$ cat src/logic/pipeReg.sv
// Pipeline stage register
`timescale 1ns/100ps

module pipeReg #(
	parameter type payloadT = logic [31:0]
) (
	input  logic clk,
	input  logic arstN,
	input  logic flush,
	input  logic inValid,
	input  payloadT inData,
	output logic outValid,
	output payloadT outData
);

	always_ff @(posedge clk or negedge arstN) begin
		if (!arstN) begin
			outValid <= 1'b0;
		end else begin
			outValid <= inValid && !flush;
		end
	end

	// payload is don't-care while invalid
	always_ff @(posedge clk) begin
		outData <= inData;
	end

endmodule

$ cat config.mk
export PLATFORM = sky130hd
export DESIGN_NAME = pipeReg
export DESIGN_NICKNAME = d
export VERILOG_FILES = /design/src/logic/pipeReg.sv
export SDC_FILE = /design/constraint.sdc
export NUM_CORES = 1
export LEC_CHECK = 0
export CAP_MARGIN = 20
export CELL_PAD_IN_SITES_DETAIL_PLACEMENT = 0
export CELL_PAD_IN_SITES_GLOBAL_PLACEMENT = 2
export CORE_ASPECT_RATIO = 0.9
export CORE_MARGIN = 3
export CORE_UTILIZATION = 30
export CTS_BUF_LIST = sky130_fd_sc_hd__clkbuf_2 sky130_fd_sc_hd__clkbuf_4 sky130_fd_sc_hd__clkbuf_8
export DETAILED_ROUTE_END_ITERATION = 7
export DONT_BUFFER_PORTS = 1
export MAX_ROUTING_LAYER = met4
export PLACE_DENSITY_LB_ADDON = 0.1
export SYNTH_ARGS = -nofsm -noshare
export SYNTH_HDL_FRONTEND = slang
export SYNTH_SLANG_ARGS = --single-unit
$ cat constraint.sdc
create_clock -name clk -period 0.8 [get_ports clk]
set_input_delay 0.12 -clock clk [delete_from_list [all_inputs] [get_ports clk]]
set_output_delay 0.12 -clock clk [all_outputs]
set_load 0.01 [all_outputs]
## Word level (Yosys, flattened, before mapping)

Index checks and enable logic that the tools add are counted.

| operators by class | value |
|---|---|
| equal/unequal tests | 0 |
| reduce and logical (&&, ||, !) cells | 2 |
| order comparisons | 0 |
| add/subtract/negate cells | 0 |
| multipliers | 0 |
| bitwise gates (word level) | 0 |
| divide/modulo/power cells | 0 |
| muxes and demuxes | 0 |
| shifts and indexed selects | 0 |

Operators by type and width:

| kind | number |
|---|---|
| $logic_and 1x1->1 | 1 |
| $logic_not 1->1 | 1 |

| word-level totals | value |
|---|---|
| bits of input ports | 36 |
| register bits | 33 |
| latch bits | 0 |
| memories kept | 0 |
| word-level logic and storage cells | 4 |
| ROM bits | 0 |
| bits in writable memories | 0 |
| output and inout bits | 33 |

## Logic depth before layout (Yosys ltp)

| depth | value |
|---|---|
| depth after elaboration | 2 |
| depth in mapped cells | 1 |

## Least setup slack after synthesis

No wires, ideal clock.

| timing path | value |
|---|---|
| path type | flip-flop to output port |
| start point | register outValid |
| end point | output port outValid |
| arrival | 0.376 ns |
| cell stages (with the launch flop) | 1 |
| path slack | 0.304 ns |
| required time | 0.680 ns |
| path through | dfrtp_1 |

RTL lines:

| what | line | RTL |
|---|---|---|
| start: declaration | 12 | `output logic outValid,` |
| start signal: assignment | 20 | `outValid <= inValid && !flush;` |

No word-level cell between the ends.

## Final worst setup path

| timing path | value |
|---|---|
| start point | register outValid |
| end point | output port outValid |

No word-level cell between the ends.

==> key figures <==
Global route
  • Pin count of the biggest net entering global routing: 11
  • Sum of overflow across all layers after global routing: 0
  • Initial antenna violation count: 0
  • Via count of the first global-routing pass: around 490
  • Total Routing Usage GR: around an eighth
  • Wire length of the first global-routing pass: about 2300 µm

Worst setup path
  • Levels on crit path: 0
  • Crit path capture type: output port
  • Critical path class: flip-flop to output port
  • Critical path startpoint category: flip-flop
  • Critical path data required time: about 680 ps
  • Arrival time reported for the critical path endpoint: around 730 ps
  • Max FO, Critical Path: 1

CTS
  • Worst-case clock buffer depth: 2
  • Total CTS buffers: 5
  • TritonCTS clock tree: yes
  • Deepest level of the CTS H-tree: 2
  • Register clock-pin slew on the reported worst setup and hold paths: ~100 ps
  • Clock sink count: 33
  • Clock root cell: sky130_fd_sc_hd__clkbuf_4

Floorplanning
  • Chip width: 56.2 µm
  • Floorplan core area: approximately 2000 µm²
  • Starting utilization of the core area: between 30% and 40%
  • I/O Pins: approximately 70
  • Floorplan row count: 15
  • Vertical die dimension: 51.1 µm
  • Die Area: approximately 2900 µm²

Timing
  • Final cycle utilization of the critical path: 106%
  • Actual transition at the worst max-transition pin: ~110 ps
  • Total negative setup slack: -65.2 ps
  • Max frequency: about 1.2 GHz
  • Final setup violation count: 5
  • Fin worst setup slack: -45.7 ps
  • Max-slew headroom: slightly above 90%
  • Setup repair after global routing missed its margin: yes
  • Fin. max-slew vios: 0
  • Number of hold violations in the final report: 0
  • Final critical-path required period: 846 ps

Flow run
  • Number of maximum-capacitance constraint violations: 0

Power and ir drop
  • Maximum resistive drop on vdd: about 1.7 mV
  • Overall power of the completed layout: ~3.0 mW
  • Power density over the cells: approximately 2500 nW/µm²
  • Static leakage power: 0.482 nW

Drt
  • Vias per std cell: 4.05
  • Residual antenna-violating net count after detailed routing: 0
  • Iteration-0 DRC Markers: 1
  • First-pass iteration count of the detailed router: 3
  • Routed length per instance: about 15 µm
  • Drc violations: 0
  • Wire length after detailed routing: between 1500 and 2000 µm
  • Via count: between 400 and 500

Synthesis
  • Post-synthesis net count: 70
  • Post-synthesis register bit count: 33
  • Summed instance area of the synthesized netlist: about 680 µm²
  • Register area share after synthesis: a little under 100%
  • Top-count cell post-synth: sky130_fd_sc_hd__dfxtp_1
  • Share of the synthesized area in the top cell type: between 90% and 100%
  • Unique masters post-synth: 3
  • Number of enable flip-flop cells after synthesis: 0
  • Synthesized area per cell: 20.0 µm²
  • Leading post-synthesis cells by cell area: sky130_fd_sc_hd__dfxtp_1, sky130_fd_sc_hd__dfrtp_1, sky130_fd_sc_hd__nor2b_4
  • Share of async-settable or async-resettable flops after synthesis: ~3.0%
  • Gate count of the mapped netlist: 34
  • Post-synth top flop: sky130_fd_sc_hd__dfxtp_1
  • Cell taking the most area after synthesis: sky130_fd_sc_hd__dfxtp_1
  • Warning count from the yosys run: 0
  • Top cell types by occurrence after synthesis: sky130_fd_sc_hd__dfxtp_1, sky130_fd_sc_hd__dfrtp_1, sky130_fd_sc_hd__nor2b_4

Min path
  • Kind of path behind the tightest hold check: primary input to flip-flop
  • Instance count along the most critical hold path: 1

Cells and area
  • Sequential cell area: between 700 and 800 µm²
  • Number of inserted filler cells in the final layout: between 100 and 150
  • Area of the multi-input gates: 13.8 µm²
  • Number of antenna repair diodes: 0
  • Layout cells sized above 1: a little over half
  • Area growth, synth to finish: 73.8%
  • Final cell count without fillers: 103
  • Number of nets in the final layout: ~110

Place
  • Final weighted congestion of routability-driven global placement: between 0.5 and 0.6
  • Port buffer count: 0
  • Placement-stage worst setup slack: 299 ps
  • DP Cell Count: 59

Status
  • Failing checks: negative setup slack
  • Status: finished, violations left
cell type report:
| cell class | count | area share (%) |
|---|---|---|
| clock inverters | 1 | 0.424 |
| clock buffers | 7 | 5.51 |
| well taps | 25 | 2.65 |
| flip-flops and latches | 33 | 59.7 |
| multi-input cells | 1 | 1.17 |
| repair buffers | 36 | 30.5 |
cells in the final DEF, fill, tap and decap left out, drive strengths merged:
cell type	Yosys	routed
nor2b	1	1
clkinv	0	1
dfxtp	32	32
clkbuf	0	7
dfrtp	1	1
dlygate4sd3	0	36
metrics by stage:
step           hold WS (ps)  cell area (µm²)  utilization, %
5_1_grt                 307             1180            58.3
2_1_floorplan          -176              679               -
6_report                337             1180            58.3
4_1_cts                 319             1180            58.3
3_5_place_dp           -176              711            35.1
3_3_place_gp           -176              711            35.1
final timing paths:
path                                    start                  end  slack [ps]
max                        outValid$_DFF_PN0_             outValid         -50
min                                inData[25]  outData[25]$_DFF_P_         340
max in group asynchronous               arstN   outValid$_DFF_PN0_         140
min in group asynchronous               arstN   outValid$_DFF_PN0_         560
cells by family (layout without fill, tap and decap cells):
group	after synthesis	count (layout)	synth area share [%]
flip-flops	33	33	98.0
AND/OR/NAND/NOR	1	1	2.03
buffers and inverters	0	44	0
per-layer routing:
layer  GRT usage [%]  share of wire [%]  up-vias  routed length (µm)
li1                -                  -      187                   -
met1            9.59                 32      181                 505
met2            20.8                 52       47                 809
met3            8.08                 15        2                 230
met4            8.30               0.71        0                  11
met5               -                  0        -                   0
state kept, by name (all words and copies together) (netlist names):
signal    count
outValid      1
outData      32
repair_timing:
item,in CTS,in global routing
hold buffers,36,0
buffers inserted,0,0
endpoints found under the hold margin,34,0
resized for setup,32,0
setup endpoints to repair,33,33
power by group:
group / internal [mW] / switching (mW)
registers: 1.75 / 0.0801
logic: 0.120 / 0.0245
clock network: 0.509 / 0.497
Power figures use the tool's default switching activity.
