<file path="config.mk">
export PLATFORM = sky130hd
export DESIGN_NAME = registerFile
export DESIGN_NICKNAME = d
export VERILOG_FILES = /design/src/logic/cpuCfgPkg.sv /design/src/logic/registerFile.sv
export SDC_FILE = /design/constraint.sdc
export NUM_CORES = 2
export LEC_CHECK = 0
export BUFFER_PORTS_ARGS = -buffer_cell sky130_fd_sc_hd__buf_4
export CELL_PAD_IN_SITES_DETAIL_PLACEMENT = 0
export CELL_PAD_IN_SITES_GLOBAL_PLACEMENT = 1
export CORE_MARGIN = 10
export CORE_UTILIZATION = 54
export CTS_CLUSTER_DIAMETER = 120
export DETAILED_ROUTE_END_ITERATION = 16
export PLACE_DENSITY_LB_ADDON = 0.1
export SLEW_MARGIN = 10
export SYNTH_ARGS = -nofsm -noshare
export SYNTH_HDL_FRONTEND = slang
export SYNTH_SLANG_ARGS = --single-unit
</file>
<file path="constraint.sdc">
create_clock -name clk -period 3 [get_ports clk]
set_input_delay 0.45 -clock clk [delete_from_list [all_inputs] [get_ports clk]]
set_output_delay 0.45 -clock clk [all_outputs]
set_load 0.005 [all_outputs]
</file>
<file path="src/logic/cpuCfgPkg.sv">
// Core configuration constants
package cpuCfgPkg;

	// data and address width
	localparam int xlen = 32;

	// register index width and count
	localparam int regIdW = 5;
	localparam int regCount = 1 << regIdW;

	// first fetch address after reset
	localparam logic [xlen-1:0] resetPc = '0;

	// sequential pc increment, one word
	localparam logic [xlen-1:0] pcStep = 4;

	// addi x0, x0, 0
	localparam logic [xlen-1:0] nopInst = 32'h0000_0013;

endpackage

</file>
<file path="src/logic/registerFile.sv">
// Integer register file
`timescale 1ns/100ps

module registerFile (
	input  logic clk,
	input  logic arstN,
	input  logic wen,
	input  logic [cpuCfgPkg::regIdW-1:0] wAddr,
	input  logic [cpuCfgPkg::xlen-1:0] wData,
	input  logic [cpuCfgPkg::regIdW-1:0] rAddr1,
	input  logic [cpuCfgPkg::regIdW-1:0] rAddr2,
	output logic [cpuCfgPkg::xlen-1:0] rData1,
	output logic [cpuCfgPkg::xlen-1:0] rData2
);

	// x0 has no storage
	logic [cpuCfgPkg::xlen-1:0] regs [1:cpuCfgPkg::regCount-1];

	function automatic logic [cpuCfgPkg::xlen-1:0] readReg(
		input logic [cpuCfgPkg::regIdW-1:0] addr
	);
		logic [cpuCfgPkg::xlen-1:0] value;
		if (addr == '0) begin
			value = '0;
		end else if (wen && addr == wAddr) begin
			// write-through from writeback
			value = wData;
		end else begin
			value = regs[addr];
		end
		return value;
	endfunction

	always_comb begin
		rData1 = readReg(rAddr1);
		rData2 = readReg(rAddr2);
	end

	always_ff @(posedge clk or negedge arstN) begin
		if (!arstN) begin
			for (int i = 1; i < cpuCfgPkg::regCount; i++) begin
				regs[i] <= '0;
			end
		end else if (wen && wAddr != '0) begin
			regs[wAddr] <= wData;
		end
	end

endmodule

</file>
== Yosys cells after proc, flatten, opt, wreduce, memory -nomap -nowiden ==
Cells that the tools add are included.

* Muxes and demuxes: 13
* Magnitude comparators: 4
* Bitwise logic cells: 3
* Equal/unequal tests: 2
* Reductions and logical operators: 7

{| class="wikitable"
|+ Operators with widths
! operator !! number
|-
| 992-bit bitwise mux || 1
|-
| 32-bit binary-select mux with 5-bit select || 2
|-
| 32-bit 2-to-1 mux || 9
|-
| 32-bit demux with 5-bit select || 1
|-
| 6-bit greater-or-equal comparator (second input constant) || 3
|-
| 5-bit inverter with 6-bit output || 3
|-
| 5-bit == test || 2
|-
| 5-bit zero test || 2
|-
| 6-bit by 1-bit < comparator with 1-bit output (second input constant) || 1
|-
| 5-bit nonzero test || 1
|-
| 1-bit logical AND || 4
|}

* Output and inout bits: 64
* Register bits: 992
* Word-level logic and storage cells: 60

== Depth between registers and ports, before layout ==
* Depth after elaboration: 6
* Mapped depth: 9

== Worst setup path after synthesis ==
Ideal clock, no wire load.

* Kind: input to output
* Start point: in rAddr2[1] in the netlist's numbering
* End point: out rData2[0] in the netlist's numbering
* Stages: 7
* Slack: 0.576 ns
* Arrival: 1.974 ns
* Data required time: 2.550 ns
* Cell sequence: buf_4 -> buf_2 -> buf_1 -> mux4_2 -> a22o_1 -> a211oi_1 -> a31oi_1

* Longest elaborated chain between the ends: 6

{| class="wikitable"
|+ Ends and longest elaborated chain
! element !! RTL line !! RTL
|-
| start: declaration || registerFile.sv:11 || <nowiki>input logic [cpuCfgPkg::regIdW-1:0] rAddr2,</nowiki>
|-
| 5-bit inverter with 6-bit output (not written as such) || registerFile.sv:29 || <nowiki>value = regs[addr];</nowiki>
|-
| 32-bit binary-select mux with 5-bit select || registerFile.sv:29 ||
|-
| 32-bit 2-to-1 mux (not written as such) (2 in a row) || registerFile.sv:29 ||
|-
| 32-bit 2-to-1 mux || registerFile.sv:25 || <nowiki>end else if (wen && addr == wAddr) begin</nowiki>
|-
| 32-bit 2-to-1 mux * || registerFile.sv:23 || <nowiki>if (addr == '0) begin</nowiki>
|-
| end: declaration || registerFile.sv:13 || <nowiki>output logic [cpuCfgPkg::xlen-1:0] rData2</nowiki>
|}

Every way passes the cells marked *; elsewhere a longest branch is shown, timed or not. The select of a mux whose other input is x is not followed.

== Final worst setup path ==
* Start point: in rAddr2[1] in the netlist's numbering
* End point: out rData2[16] in the netlist's numbering

The elaborated chain is that of the path after synthesis.

==> reports/metrics.yaml <==
clock_network:
  cts_tree: "yes"
  clkSinkCount: 992
  worstSkewPairLatency_ns: 0.69
  cts_buffer_depth: 3
  cts_buffers: 108
  clk_pin_slew_worst_paths_ns: 0.07
  ctsHtreeMaxLevel: 3
  root_buffer: "clkbuf_16"
hold_path:
  hold_path.startpoint: "wData[2]"
  worstHoldPathCells: 2
  hold_class: "input port to flop"
layout:
  finalNetCount: 3939
  drive_gt1_share_pct: 54.6
  multiInputGateArea_um2: 27300
  reg.largest.list: "regs: 992 flops"
  design_area_um2: 62300
  syn2layout_area_growth_pct: 15.9
  top_register: "regs"
  regArea_um2: 24800
  final_util_pct: 63.2
  largest_reg_flops: 992
  nFillCells: 7210
die:
  coreArea_um2: 98600
  placementRows: 115
  die_w_um: 335
  ios: 114
  start_util_pct: 54.5
  dieArea_um2: 113000
  die-height_um: 335
worst_setup_path:
  reg2regPathDepth: 2
  crit_chain: "buf_8 -> inv_1 -> or3_1 -> buf_4 -> o221ai_1 -> a311oi_2 -> buf_4 -> o221a_1 -> buf_4"
  crit_cells: 9
  cp_slowest_cell: "a311oi_2"
  cp.arrival_ns: 2.54
  crit_path_start: "rAddr2[1]"
  crit_required_ns: 2.55
  cp-start-kind: "input port"
  worst-path-buf-inv: 5
  max_stage_delay_ns: 0.37
  crit_top_cell: "buf_4"
  endpoint_kind: "output port"
  crit_fanout: 12
  crit_family: "buffers and inverters"
  critPathKind: "input port to output port"
  r2r_start: "regs[29]"
sta:
  rsz0062_at_grt: "yes"
  skew_ns: 0
  worst_pin_slew_ns: 0.956
  drv_slew: 0
  hold_viol: 0
  max_freq_mhz: 335
  timing.final.crit_share_pct: 99.6
  min_period_ns: 2.99
  slew_headroom_pct: 36.2
  setup_violations: 0
yosys:
  synth_top_area_share_pct: 46.2
  postSynth.asyncResetShare_pct: 100
  ys_ff_latch: 992
  ys.flop_type: "dfrtp_1"
  syn_inst: 3760
  synth_edf_count: 0
  synth.most_common_cell: "mux2_2"
  yosysTopAreaCell: "dfrtp_1"
  ys_top_cells_by_area: "dfrtp_1, mux2_2, mux4_2"
  yosys_warnings: 0
  syn_nets: 3810
  ys_seq_area_share_pct: 46.2
  synth_cell_types: 53
  netlist_area_um2: 53700
  avgSynthCellArea_um2: 14.3
  ys_top_cells_by_count: "mux2_2, dfrtp_1, mux4_2"
placed_design:
  place_area_um2: 58100
  gp_congestion: 0.874
  portBuffers: 113
  hpwl_um: 119000
global_routing:
  grt_max_degree: 91
  track_usage_pct: 34.1
  overflow: 0
  grt_pass1_vias: 39600
  antenna_found_initial: 5
  grt_pass1_wl_um: 281000
pwr:
  swShare_pct: 27.7
  power.leakage_uw: 0.0269
  p_comb_share_pct: 21.5
  peakVddDrop_uv: 554
  internal-power_uw: 29800
  power_density_nw_per_um2: 661
  pwr-share-seq_pct: 44.0
  p_switching_uw: 11400
  clock_power_share_pct: 34.5
detailed_routing:
  postRouteAntennaNets: 0
  drtIter0Drc: 4538
  drcViolationCount: 0
  vias_per_cell: 7.29
  vias: 38400
  routedWlPerCell_um: 36.8
  wl_um: 194000
  dr.pass1.iters: 6
job:
  max_cap_viol_count: 0
run_status:
  outcome: "finished, final reports clean"
## power groups by stage
stage / logic, µW / registers [µW] / clock network [µW]
CTS: 8700 / 18000 / 14400
finish: 8830 / 18100 / 14200
floorplan: 6100 / 17400 / 0
global route: 9370 / 18300 / 14900
detailed placement: 8600 / 18200 / 0
global placement: 8330 / 17900 / 0
## area by class of cell
cell class | instances | area share, %
Antenna cell | 2 | 0.00804
Sequential cell | 992 | 39.9
Inverter | 2 | 0.0121
Clock inverter | 33 | 0.806
Clock buffer | 163 | 5.24
Tap cell | 1287 | 2.59
Timing Repair Buffer | 437 | 7.59
Multi-Input combinational cell | 2348 | 43.9
## per-layer routing
metal / share of wire [%] / vias to the layer above / track usage [%]
li1: - / 14900 / -
met4: 5.2 / 0 / 15.7
met2: 45 / 2394 / 51.3
met1: 39 / 20500 / 46.3
met5: 0 / - / 0
met3: 10 / 552 / 8.62
## path summary, 6_finish.rpt
check / end / slack [ns]
setup reg to reg: regs[29] / 2.10
max in group asynchronous: regs[407] / 1.57
setup / recovery: rData2[16] / 0.01
hold / removal: regs[898] / 0.27
hold reg to reg: regs[455] / 0.53
min in group asynchronous: regs[934] / 0.32
## placed cells by master (no fill, tap or decap), types with 21 or more instances in the layout
master,instances
o21ai_0,82
o221ai_1,23
a22oi_1,78
mux4_2,365
buf_12,106
clkbuf_8,29
nor2b_1,34
clkbuf_16,112
nor2_1,50
nand2_1,52
dfrtp_1,992
nor3_1,21
mux2i_1,121
a221oi_1,101
clkbuf_1,23
o22ai_1,29
a21oi_1,34
buf_4,315
mux2_2,1102
## cell families (layout without fill, tap and decap cells)
kind of cell / Yosys count / in the layout / synth area share [%]
DFF: 992 / 992 / 46.2
and+or+nand+nor: 261 / 261 / 2.44
other: 0 / 2 / 0
buffers and inverters: 420 / 635 / 3.83
AOI/OAI and AO/OA: 488 / 488 / 6.72
muxes: 1589 / 1589 / 40.7
xor gates and xnor gates: 10 / 10 / 0.163
## through the flow
stage               TNS (ns)  hold slack, ns  setup slack [ns]  power [µW]  instances
floorplan                  0           0.154             0.576       23500       3760
global placement      -0.924           0.431            -0.351       26200       5054
detailed placement    -0.853           0.439            -0.350       26800       5054
CTS                  -0.0667           0.230           -0.0667       41000       5253
global route          -0.115           0.270           -0.0616       42600       5263
finish                     0           0.270            0.0113       41100       5264
## what timing repair did
| item | 4_1_cts | 5_1_grt |
|---|---|---|
| resized for setup | 27 | 34 |
| pin swaps | 14 | 20 |
| hold buffers | 1 | 0 |
| cloned | 0 | 1 |
| endpoints found under the hold margin | 31 | 0 |
| setup endpoints to repair | 15 | 27 |
| setup buffers | 5 | 9 |
(Power assumes the default switching activity.)
