==> config.mk <==
export PLATFORM = sky130hd
export DESIGN_NAME = forwardUnit
export DESIGN_NICKNAME = d
export VERILOG_FILES = /design/src/logic/cpuCfgPkg.sv /design/src/logic/rvIsaPkg.sv /design/src/logic/forwardUnit.sv
export SDC_FILE = /design/constraint.sdc
export NUM_CORES = 1
export LEC_CHECK = 0
export ABC_CLOCK_PERIOD_IN_PS = 1750
export BUFFER_PORTS_ARGS = -buffer_cell sky130_fd_sc_hd__clkbuf_2
export CAP_MARGIN = 20
export CORE_AREA = 3 3 40 42
export DETAILED_ROUTE_END_ITERATION = 7
export DIE_AREA = 0 0 43 45
export GPL_ROUTABILITY_DRIVEN = 0
export PLACE_DENSITY_LB_ADDON = 0.1
export SLEW_MARGIN = 30
export SYNTH_ARGS = -nofsm -noshare
export SYNTH_HDL_FRONTEND = slang
export SYNTH_SLANG_ARGS = --single-unit
export TNS_END_PERCENT = 1
==> constraint.sdc <==
create_clock -name vclk -period 1.75
set_input_delay 0.35 -clock vclk [all_inputs]
set_output_delay 0.35 -clock vclk [all_outputs]
set_load 0.05 [all_outputs]
==> src/logic/cpuCfgPkg.sv <==
// Core configuration constants
package cpuCfgPkg;

	// data and address width
	localparam int xlen = 32;

	// register index width and count
	localparam int regIdW = 5;
	localparam int regCount = 1 << regIdW;

	// first fetch address after reset
	localparam logic [xlen-1:0] resetPc = '0;

	// sequential pc increment, one word
	localparam logic [xlen-1:0] pcStep = 4;

	// addi x0, x0, 0
	localparam logic [xlen-1:0] nopInst = 32'h0000_0013;

endpackage

==> src/logic/rvIsaPkg.sv <==
// RV32I subset encodings and stage bundles
package rvIsaPkg;

	// major opcodes of the subset
	typedef enum logic [6:0] {
		opLui    = 7'b0110111,
		opJal    = 7'b1101111,
		opJalr   = 7'b1100111,
		opBranch = 7'b1100011,
		opLoad   = 7'b0000011,
		opStore  = 7'b0100011,
		opImm    = 7'b0010011,
		opReg    = 7'b0110011,
		opSystem = 7'b1110011
	} opcodeT;

	// funct3 values
	localparam logic [2:0] f3AddSub = 3'b000;
	localparam logic [2:0] f3Slt    = 3'b010;
	localparam logic [2:0] f3Xor    = 3'b100;
	localparam logic [2:0] f3Or     = 3'b110;
	localparam logic [2:0] f3And    = 3'b111;
	localparam logic [2:0] f3Beq    = 3'b000;
	localparam logic [2:0] f3Bne    = 3'b001;
	localparam logic [2:0] f3Word   = 3'b010;

	// funct7 values
	localparam logic [6:0] f7Base = 7'b0000000;
	localparam logic [6:0] f7Alt  = 7'b0100000;

	localparam logic [31:0] ebreakInst = 32'h0010_0073;

	typedef enum logic [3:0] {
		aluAdd,
		aluSub,
		aluAnd,
		aluOr,
		aluXor,
		aluSlt,
		aluPassB,
		aluEq,
		aluNe
	} aluOpT;

	// operand source selects
	localparam logic [1:0] fwdRegFile = 2'd0;
	localparam logic [1:0] fwdEx      = 2'd1;
	localparam logic [1:0] fwdMem     = 2'd2;

	typedef struct packed {
		logic [cpuCfgPkg::xlen-1:0] pc;
		logic [cpuCfgPkg::xlen-1:0] inst;
	} ifIdT;

	typedef struct packed {
		aluOpT aluOp;
		logic regWen;
		logic memWen;
		logic isLoad;
		logic isBranch;
		logic isJump;
		logic isJalr;
		logic useImm;
		logic isLui;
		logic halt;
		logic illegal;
		// operand arrives from a load one stage ahead
		logic ldFwd1;
		logic ldFwd2;
		logic [cpuCfgPkg::regIdW-1:0] rd;
		logic [cpuCfgPkg::xlen-1:0] op1;
		logic [cpuCfgPkg::xlen-1:0] op2;
		logic [cpuCfgPkg::xlen-1:0] imm;
		logic [cpuCfgPkg::xlen-1:0] pc;
	} idExT;

	typedef struct packed {
		logic [cpuCfgPkg::regIdW-1:0] rd;
		logic regWen;
		logic memWen;
		logic isLoad;
		logic halt;
		logic illegal;
		logic [cpuCfgPkg::xlen-1:0] result;
		logic [cpuCfgPkg::xlen-1:0] storeData;
	} exMemT;

	typedef struct packed {
		logic [cpuCfgPkg::regIdW-1:0] rd;
		logic regWen;
		logic halt;
		logic illegal;
		logic [cpuCfgPkg::xlen-1:0] data;
	} memWbT;

endpackage

==> src/logic/forwardUnit.sv <==
// Operand forwarding selection
`timescale 1ns/100ps

module forwardUnit (
	input  logic [cpuCfgPkg::regIdW-1:0] rs1,
	input  logic [cpuCfgPkg::regIdW-1:0] rs2,
	input  logic [cpuCfgPkg::regIdW-1:0] exRd,
	input  logic exWen,
	input  logic exIsLoad,
	input  logic [cpuCfgPkg::regIdW-1:0] memRd,
	input  logic memWen,
	output logic [1:0] fwd1,
	output logic [1:0] fwd2,
	output logic loadFwd1,
	output logic loadFwd2
);

	// returns {load flag, select} for one source index
	function automatic logic [2:0] route(input logic [cpuCfgPkg::regIdW-1:0] rs);
		logic exHit;
		logic memHit;
		logic [2:0] pick;
		exHit = exWen && rs == exRd && rs != '0;
		memHit = memWen && rs == memRd && rs != '0;
		if (exHit && exIsLoad) begin
			// data only exists next cycle, execute takes it from memory
			pick = {1'b1, rvIsaPkg::fwdRegFile};
		end else if (exHit) begin
			pick = {1'b0, rvIsaPkg::fwdEx};
		end else if (memHit) begin
			pick = {1'b0, rvIsaPkg::fwdMem};
		end else begin
			pick = {1'b0, rvIsaPkg::fwdRegFile};
		end
		return pick;
	endfunction

	always_comb begin
		{loadFwd1, fwd1} = route(rs1);
		{loadFwd2, fwd2} = route(rs2);
	end

endmodule

Yosys cells after proc, flatten, opt, wreduce, memory -nomap -nowiden
Index checks and enable logic that the tools add are counted.
- register bits after elaboration: 0
- latch bits: 0
- RAM bits: 0
- memory bits (read-only): 0
- input port bits: 23
- output and inout port bits: 6
- word-level logic and storage cells: 22
- memories: 0
- add/subtract/negate cells: 0
- multipliers: 0
- div/mod/pow operators: 0
- magnitude comparators: 0
- eq/ne operators: 4
- shift operators: 0
- multiplexer cells: 6
- bitwise operators: 0
- reductions and logical operators: 12
- operators by type and width (cell ; number):
    $eq 5x5->1 ; 4
    $logic_and 1x1->1 ; 10
    $reduce_bool 5->1 ; 2
    $mux 2 ; 4
    $mux 3 ; 2

Logic depth before layout (Yosys ltp)
Gate-level depths: netlist of run 1.
- word-level depth: 6
- mapped depth: 3
- depth with buffers taken out: 3

Worst setup path after synthesis of run 1
No wires, ideal clock.
- path type: input port to output port
- from: input port exRd[2] (netlist bit)
- to: output port fwd1[0]
- arrival: 1730 ps
- data required time: 1400 ps
- path slack: -330 ps
- stages on the path: 3
- path buffers: 0
- cells stage by stage: xnor2_1 -> nand4_1 -> nor3_1
- word-level cells in the longest chain between the ends: 5
- elaborated cells between the ends (all ways): 6
- classes of those cells: eq/ne: 1; mux: 2; reduce/logical: 3
- RTL lines (item ; line ; RTL):
    from (decl) ; forwardUnit.sv:7 ; input logic [cpuCfgPkg::regIdW-1:0] exRd,
    $eq 5x5->1 * ; forwardUnit.sv:23 ; exHit = exWen && rs == exRd && rs != '0;
    $logic_and 1x1->1 * (2 in series) ; forwardUnit.sv:23 ;
    $mux 2 or $logic_and 1x1->1 (tied branches) ; forwardUnit.sv:28, forwardUnit.sv:25 ;
    $mux 3 * ; forwardUnit.sv:25 ; if (exHit && exIsLoad) begin
    to (decl) ; forwardUnit.sv:12 ; output logic [1:0] fwd1,
Mark *: on every way between the ends. The rest lies on a longest branch, timed or not.

Final worst setup path of run 1
- from: input port rs2[2] (netlist bit)
- to: output port fwd2[1]
- word-level cells in the longest chain between the ends: 6
- elaborated cells between the ends (all ways): 11
- classes of those cells: eq/ne: 2; mux: 3; reduce/logical: 6
- RTL lines (item ; line ; RTL):
    from (decl) ; forwardUnit.sv:6 ; input logic [cpuCfgPkg::regIdW-1:0] rs2,
    $eq 5x5->1 ; forwardUnit.sv:24 ; memHit = memWen && rs == memRd && rs != '0;
    $logic_and 1x1->1 (2 in series) ; forwardUnit.sv:24 ;
    $mux 2 ; forwardUnit.sv:30 ; end else if (memHit) begin
    $mux 2 ; forwardUnit.sv:28 ; end else if (exHit) begin
    $mux 3 * ; forwardUnit.sv:25 ;
    to (decl) ; forwardUnit.sv:13 ; output logic [1:0] fwd2,
Marked as above.

==> impl_metrics.yaml, run 1 <==
synthesis:
  ys_warn_count: 0
  synth.distinct_cells: 12
  synth_cells: 41
  synth.avg_cell_area_um2: 7.54
  synth_top_family_by_area: "XOR/XNOR gates"
  synthesis.nets: 64
  synth_compound_area_share_pct: 12.1
  synth-simple-area-share_pct: 30.0
  synthMuxAreaShare_pct: 0
  synthAdderAreaFrac_pct: 0
  synth_seq_area_share_pct: 0
  syn_area_um2: 309
  synth_xor_area_share_pct: 56.7
grt:
  grt_pass1_wl_um: 1840
  grt_pass1_vias: 430
  groute.usage.overall_pct: 11.9
  grt.overflow.total: 0
  grt_antenna_before_repair: 0
  grt_max_degree: 5
placement:
  placed_area_um2: 518
  place_ws_ns: -0.154
  post-dp-hpwl_um: 993
  portBuffers: 29
worst_setup_path:
  path_cells: "buf_6 -> or4_4 -> or2_0 -> o2111a_1 -> buf_8"
  path_class: "input pin to output port"
  cp-end-kind: "output port"
  path_max_fanout: 2
  critPathRequiredTime_ns: 1.40
  cp_num_buf_inv: 2
  start_kind: "input pin"
  arrival_ns: 1.48
  critPathSlowestCell: "or4_4"
  slowest_delay_ns: 0.52
  path_delay_family: "simple AND/OR/NAND/NOR gates"
timing:
  setup_violations: 6
  rsz0062_at_grt: "yes"
  worst_pin_slew_ns: 0.282
  max_slew_margin_pct: 81.0
  hold_viol: 0
  drv_slew: 0
  postLayoutSetupSlackWorst_ns: -0.0843
  fin_crit_sh_pct: 105
  finalCriticalPeriod_ns: 1.83
  fmax_mhz: 545
finish:
  antenna_cells: 0
  nFlopsAndLatches: 0
  most-common-layout-cells: "clkbuf_2 (21), xnor2_1 (12), buf_4 (9)"
  syn_to_final_growth_pct: 83.8
  ff_latch_area_um2: 0
  layout_commonest_cell: "clkbuf_2"
  design_area_um2: 568
  drive_gt1_share_pct: 48.7
  nClkBuffers: 0
  nets: 101
floorplanning:
  die_y_um: 45
  io_pins: 29
  rows: 13
  start_util_pct: 24.1
  core_area_um2: 1280
  die-area_um2: 1940
  fp.dieW_um: 43
pwr:
  power_w: 0.000125
  power_density_nw_per_um2: 220
  cellLeakagePower_nw: 0.254
  ir_worst_vdd_mv: 0.0835
outcome:
  failed_checks: "setup timing"
  outcome: "complete, but fails checks"
worst_hold_path:
  hold_depth: 3
  hold_path.startpoint: "exIsLoad"
  worstHoldEndpoint: "fwd2[0]"
  holdCritPathClass: "input pin to output port"
detailed_routing:
  route.detailed.drc: 0
  detail_route.vias_per_cell: 4.37
  drtIter0Drc: 0
  wl_um: 1020
  vias: 398
  wire_per_inst_um: 11.2
  dr.pass1.iters: 1
  ant_nets: 0
clock_network:
  postCtsHoldBufs: 0
  postCtsSetupBuffers: 0
flow_run:
  drv_cap: 0
## how the worst max path moves through the flow
stage | from | endpoint | slack [ns] | cells after the start
2_1_floorplan | exRd[2] | fwd1[0] | -0.33 | 3
3_3_place_gp | rs1[1] | fwd1[1] | -0.15 | 5
3_5_place_dp | rs1[1] | fwd1[1] | -0.15 | 5
4_1_cts | rs2[3] | fwd2[1] | -0.09 | 5
5_1_grt | rs1[1] | fwd1[0] | -0.12 | 5
6_report | rs2[2] | fwd2[1] | -0.08 | 5
## what timing repair did
| item | 4_1_cts | 5_1_grt |
|---|---|---|
| pin swaps | 1 | 3 |
| endpoints found under the setup margin | 6 | 6 |
| resized for setup | 9 | 9 |
## synth_stat cells
| cell type | count | share of area [%] |
|---|---|---|
| and2_1 | 2 | 4.0 |
| o211ai_1 | 2 | 4.9 |
| or2_0 | 2 | 4.0 |
| nand2_1 | 2 | 2.4 |
| o2111a_1 | 2 | 7.3 |
| nor4_1 | 2 | 4.0 |
| xor2_1 | 8 | 23 |
| inv_1 | 1 | 1.2 |
| xnor2_1 | 12 | 34 |
| nor3_1 | 4 | 6.5 |
| nand4_1 | 2 | 4.0 |
| or4_1 | 2 | 4.9 |
## area by class of cell
class	count	area, µm²
fillers	149	717
multi-input cells	40	313
inverters	1	3.75
well taps	15	18.8
repair buffers	35	233
## per-layer routing
metal,global-route usage [%],vias up,wire length (µm)
met5,0,-,0
met4,0,0,0
met3,0.797,0,70
met2,21.0,15,475
met1,17.1,165,473
li1,-,218,-
## metrics by stage
stage                     hold slack, ns  utilization, %  cells  TNS, ns
after floorplan                    0.889               -     41    -1.32
after global placement              1.08            40.3     91   -0.737
after detailed placement            1.08            40.3     91   -0.778
after CTS                           1.05            42.7     91   -0.505
after global routing                1.05            44.2     91   -0.652
final                               1.03            44.2     91   -0.367
## report_power, final
| group | leakage [nW] | internal, W | switching [W] |
|---|---|---|---|
| sequential | 0 | 0 | 0 |
| combinational | 0.254 | 0.0000668 | 0.0000580 |
| clock | 0 | 0 | 0 |
| total | 0.254 | 0.0000668 | 0.0000580 |
## cell families (layout without fill, tap and decap cells)
logic type,count (synthesis),count (layout)
buffers and inverters,1,36
AOI/OAI and AO/OA,4,4
xor gates and xnor gates,20,20
and+or+nand+nor,16,16
Note: power is estimated with default switching activity, not from simulation.
==> run 2: changes to the inputs <==
--- a/config.mk
+++ b/config.mk
@@ -12,7 +12,9 @@
 export DETAILED_ROUTE_END_ITERATION = 7
 export DIE_AREA = 0 0 43 45
 export GPL_ROUTABILITY_DRIVEN = 0
+export MAX_ROUTING_LAYER = met4
 export PLACE_DENSITY_LB_ADDON = 0.1
+export RECOVER_POWER = 25
 export SLEW_MARGIN = 30
 export SYNTH_ARGS = -nofsm -noshare
 export SYNTH_HDL_FRONTEND = slang
==> impl_metrics.yaml, run 2 (synthesized netlist as in run 1, its figures left out) <==
outcome:
  outcome: "complete, but fails checks"
  failed_checks: "setup timing"
worst_setup_path:
  path_class: "input pin to output port"
  critPathSlowestCell: "or4_4"
  slowest_delay_ns: 0.52
  cp_num_buf_inv: 2
  endpoint: "fwd2[1]"
  arrival_ns: 1.48
  path_delay_family: "simple AND/OR/NAND/NOR gates"
  path_cells: "buf_6 -> or4_4 -> or2_0 -> o2111a_1 -> buf_8"
  worst-path-stages: 5
  cp-end-kind: "output port"
  critPathRequiredTime_ns: 1.40
  start_kind: "input pin"
  startpoint: "rs2[2]"
  path_max_fanout: 2
pwr:
  p_sw_share_pct: 46.5
  power_w: 0.000125
  internal_power_w: 0.0000668
  power_density_nw_per_um2: 220
  combPwrFrac_pct: 100.0
  sequentialPowerShare_pct: 0
  clkPwrFrac_pct: 0
  ir_worst_vdd_mv: 0.0835
  cellLeakagePower_nw: 0.254
  p_sw_w: 0.0000580
grt:
  busiest_layer: "met2"
  grt.overflow.total: 0
  grt_antenna_before_repair: 0
  groute.usage.overall_pct: 12.3
  grt_max_degree: 5
  use_met3_pct: 0
  grt_pass1_vias: 430
  met2_usage_pct: 21.0
  grt.met1_usage_pct: 17.6
  grt_pass1_wl_um: 1840
finish:
  nClkBuffers: 0
  drive_gt1_share_pct: 48.7
  fillers: 149
  nFlopsAndLatches: 0
  most-common-layout-cells: "clkbuf_2 (21), xnor2_1 (12), buf_4 (9)"
  syn_to_final_growth_pct: 83.8
  antenna_cells: 0
  nets: 101
  multi_input_area_um2: 313
  layout_commonest_cell: "clkbuf_2"
  ff_latch_area_um2: 0
timing:
  postLayoutSetupSlackWorst_ns: -0.0843
  drv_slew: 0
  hold_viol: 0
  setup_violations: 6
  setup-tns-final_ns: -0.367
  hold_slack_ns: 1.03
  rsz0062_at_grt: "yes"
  finalCriticalPeriod_ns: 1.83
  fmax_mhz: 545
  worst_pin_slew_ns: 0.282
  max_slew_margin_pct: 81.0
  fin_crit_sh_pct: 105
placement:
  portBuffers: 29
  post-dp-hpwl_um: 993
  place_ws_ns: -0.154
floorplanning:
  fp.dieW_um: 43
  rows: 13
  start_util_pct: 24.1
  core_area_um2: 1280
  io_pins: 29
  die-area_um2: 1940
  die_y_um: 45
detailed_routing:
  vias: 398
  dr.pass1.iters: 1
  ant_nets: 0
  route.detailed.drc: 0
  wl_um: 1020
  detail_route.vias_per_cell: 4.37
  drtIter0Drc: 0
  wire_per_inst_um: 11.2
clock_network:
  postCtsSetupBuffers: 0
  postCtsHoldBufs: 0
flow_run:
  drv_cap: 0
worst_hold_path:
  holdCritPathClass: "input pin to output port"
[run 2: layout make-up]
type	count	share of cell area, %
inverters	1	0.661
repair buffers	35	41.0
multi-input cells	40	55.1
well taps	15	3.30
[run 2: through the flow]
stage	cells	cell area, µm²	util, %
floorplan	41	309	-
detailed placement	91	518	40.3
finish	91	568	44.2
global placement	91	518	40.3
CTS	91	549	42.7
global route	91	568	44.2
[run 2: worst min path at each step]
stage,slack [ns],cells past startpoint,from,end
CTS,1.05,3,exIsLoad,fwd2[0]
global placement,1.08,3,exIsLoad,fwd2[0]
finish,1.03,3,exIsLoad,fwd2[0]
detailed placement,1.08,3,exIsLoad,fwd2[0]
global route,1.05,3,exIsLoad,fwd2[0]
floorplan,0.89,1,exIsLoad,fwd1[0]
[run 2: power by group through the flow]
stage          combinational (W)  clock [W]  sequential, W
3_5_place_dp            0.000120          0              0
4_1_cts                 0.000123          0              0
3_3_place_gp            0.000119          0              0
2_1_floorplan          0.0000565          0              0
6_report                0.000125          0              0
5_1_grt                 0.000140          0              0
[run 2: what timing repair did]
action / 4_1_cts / 5_1_grt
gates resized for setup: 9 / 9
endpoints found under the setup margin: 6 / 6
pin swaps: 1 / 3
endpoints found under the hold margin: 0 / 0
[run 2: per-layer routing]
metal / vias to the layer above / wire length, µm
li1: 218 / -
met1: 165 / 485
met2: 15 / 475
met3: 0 / 58
met4: 0 / 0
met5: - / 0
==> run 3: changes to the inputs <==
--- a/config.mk
+++ b/config.mk
@@ -5,7 +5,7 @@
 export SDC_FILE = /design/constraint.sdc
 export NUM_CORES = 1
 export LEC_CHECK = 0
-export ABC_CLOCK_PERIOD_IN_PS = 1750
+export ABC_CLOCK_PERIOD_IN_PS = 2200
 export BUFFER_PORTS_ARGS = -buffer_cell sky130_fd_sc_hd__clkbuf_2
 export CAP_MARGIN = 20
 export CORE_AREA = 3 3 40 42
==> constraint.sdc (replaced) <==
create_clock -name vclk -period 2.2
set_input_delay 0.44 -clock vclk [all_inputs]
set_output_delay 0.44 -clock vclk [all_outputs]
set_load 0.05 [all_outputs]
==> impl_metrics.yaml, run 3 (synthesized netlist as in run 1, its figures left out) <==
outcome:
  outcome: "finished, final reports clean"
detailed_routing:
  wire_per_inst_um: 11.4
  ant_nets: 0
  drtIter0Drc: 1
  detail_route.vias_per_cell: 4.64
  wl_um: 978
  dr.pass1.iters: 2
  vias: 399
  route.detailed.drc: 0
placement:
  post-dp-hpwl_um: 942
  portBuffers: 29
  placed_area_um2: 480
  place_ws_ns: 0.0930
timing:
  postLayoutSetupSlackWorst_ns: 0.0806
  fin_crit_sh_pct: 96.3
  finalCriticalPeriod_ns: 2.12
  setup-tns-final_ns: 0
  setup_violations: 0
  max_slew_margin_pct: 81.2
  drv_slew: 0
  hold_viol: 0
  rsz0062_at_grt: "no"
  worst_pin_slew_ns: 0.279
  fmax_mhz: 472
floorplanning:
  start_util_pct: 24.1
  rows: 13
  io_pins: 29
  die_y_um: 45
  fp.dieW_um: 43
  die-area_um2: 1940
  core_area_um2: 1280
grt:
  grt_antenna_before_repair: 0
  grt_pass1_wl_um: 1540
  grt_pass1_vias: 371
  grt_max_degree: 5
  groute.usage.overall_pct: 10.2
  grt.overflow.total: 0
finish:
  most-common-layout-cells: "clkbuf_2 (28), xnor2_1 (12), xor2_1 (8)"
  fin_util_pct: 37.3
  nFlopsAndLatches: 0
  syn_to_final_growth_pct: 55.1
  antenna_cells: 0
  nClkBuffers: 0
  drive_gt1_share_pct: 40.8
  fillers: 145
  layout_commonest_cell: "clkbuf_2"
  design_area_um2: 479
  ff_latch_area_um2: 0
  nets: 96
clock_network:
  postCtsSetupBuffers: 0
  postCtsHoldBufs: 0
  cts-resized-gates: 0
worst_setup_path:
  arrival_ns: 1.68
  critPathRequiredTime_ns: 1.76
  cp-end-kind: "output port"
  start_kind: "input pin"
  path_max_fanout: 3
  path_class: "input pin to output port"
pwr:
  power_density_nw_per_um2: 181
  sequentialPowerShare_pct: 0
  cellLeakagePower_nw: 0.212
  clkPwrFrac_pct: 0
  p_sw_w: 0.0000440
  ir_worst_vdd_mv: 0.0636
  internal_power_w: 0.0000425
  p_sw_share_pct: 50.8
  combPwrFrac_pct: 100.0
worst_hold_path:
  holdCritPathClass: "input pin to output port"
flow_run:
  drv_cap: 0
## run 3: power groups by stage
stage / Clock [W] / Sequential (W) / Combinational, W
final: 0 / 0 / 0.0000865
after CTS: 0 / 0 / 0.0000884
after global placement: 0 / 0 / 0.0000881
after floorplan: 0 / 0 / 0.0000450
after detailed placement: 0 / 0 / 0.0000881
after global routing: 0 / 0 / 0.0000953
## run 3: critical path, stage by stage
cell	delay (ns)
clkbuf_1	0.13
or4_1	0.55
or2_0	0.22
o2111a_1	0.12
clkbuf_2	0.23
## run 3: metrics by stage
step	total power [W]	hold WS (ns)	std cells
floorplan	0.0000450	1.07	41
global placement	0.0000881	1.26	86
detailed placement	0.0000881	1.27	86
CTS	0.0000884	1.27	86
global route	0.0000953	1.28	86
finish	0.0000865	1.26	86
## run 3: path summary, 6_finish.rpt
check | startpoint | endpoint | slack (ns) | depth (start not counted)
min | exIsLoad | fwd1[0] | 1.26 | 3
max | rs2[2] | fwd2[1] | 0.08 | 5
## run 3: final cells by class
cell class | count | area [µm²] | area share, %
timing repair buffer | 30 | 151 | 31.6
multi-input combinational | 40 | 305 | 63.7
tap | 15 | 18.8 | 3.92
inverter | 1 | 3.75 | 0.783
## run 3: metal layers
metal | global-route usage, % | share of wire [%]
met1 | 13.6 | 45
met2 | 18.9 | 49
met3 | 0 | 5.7
met4 | 0 | 0
met5 | - | 0
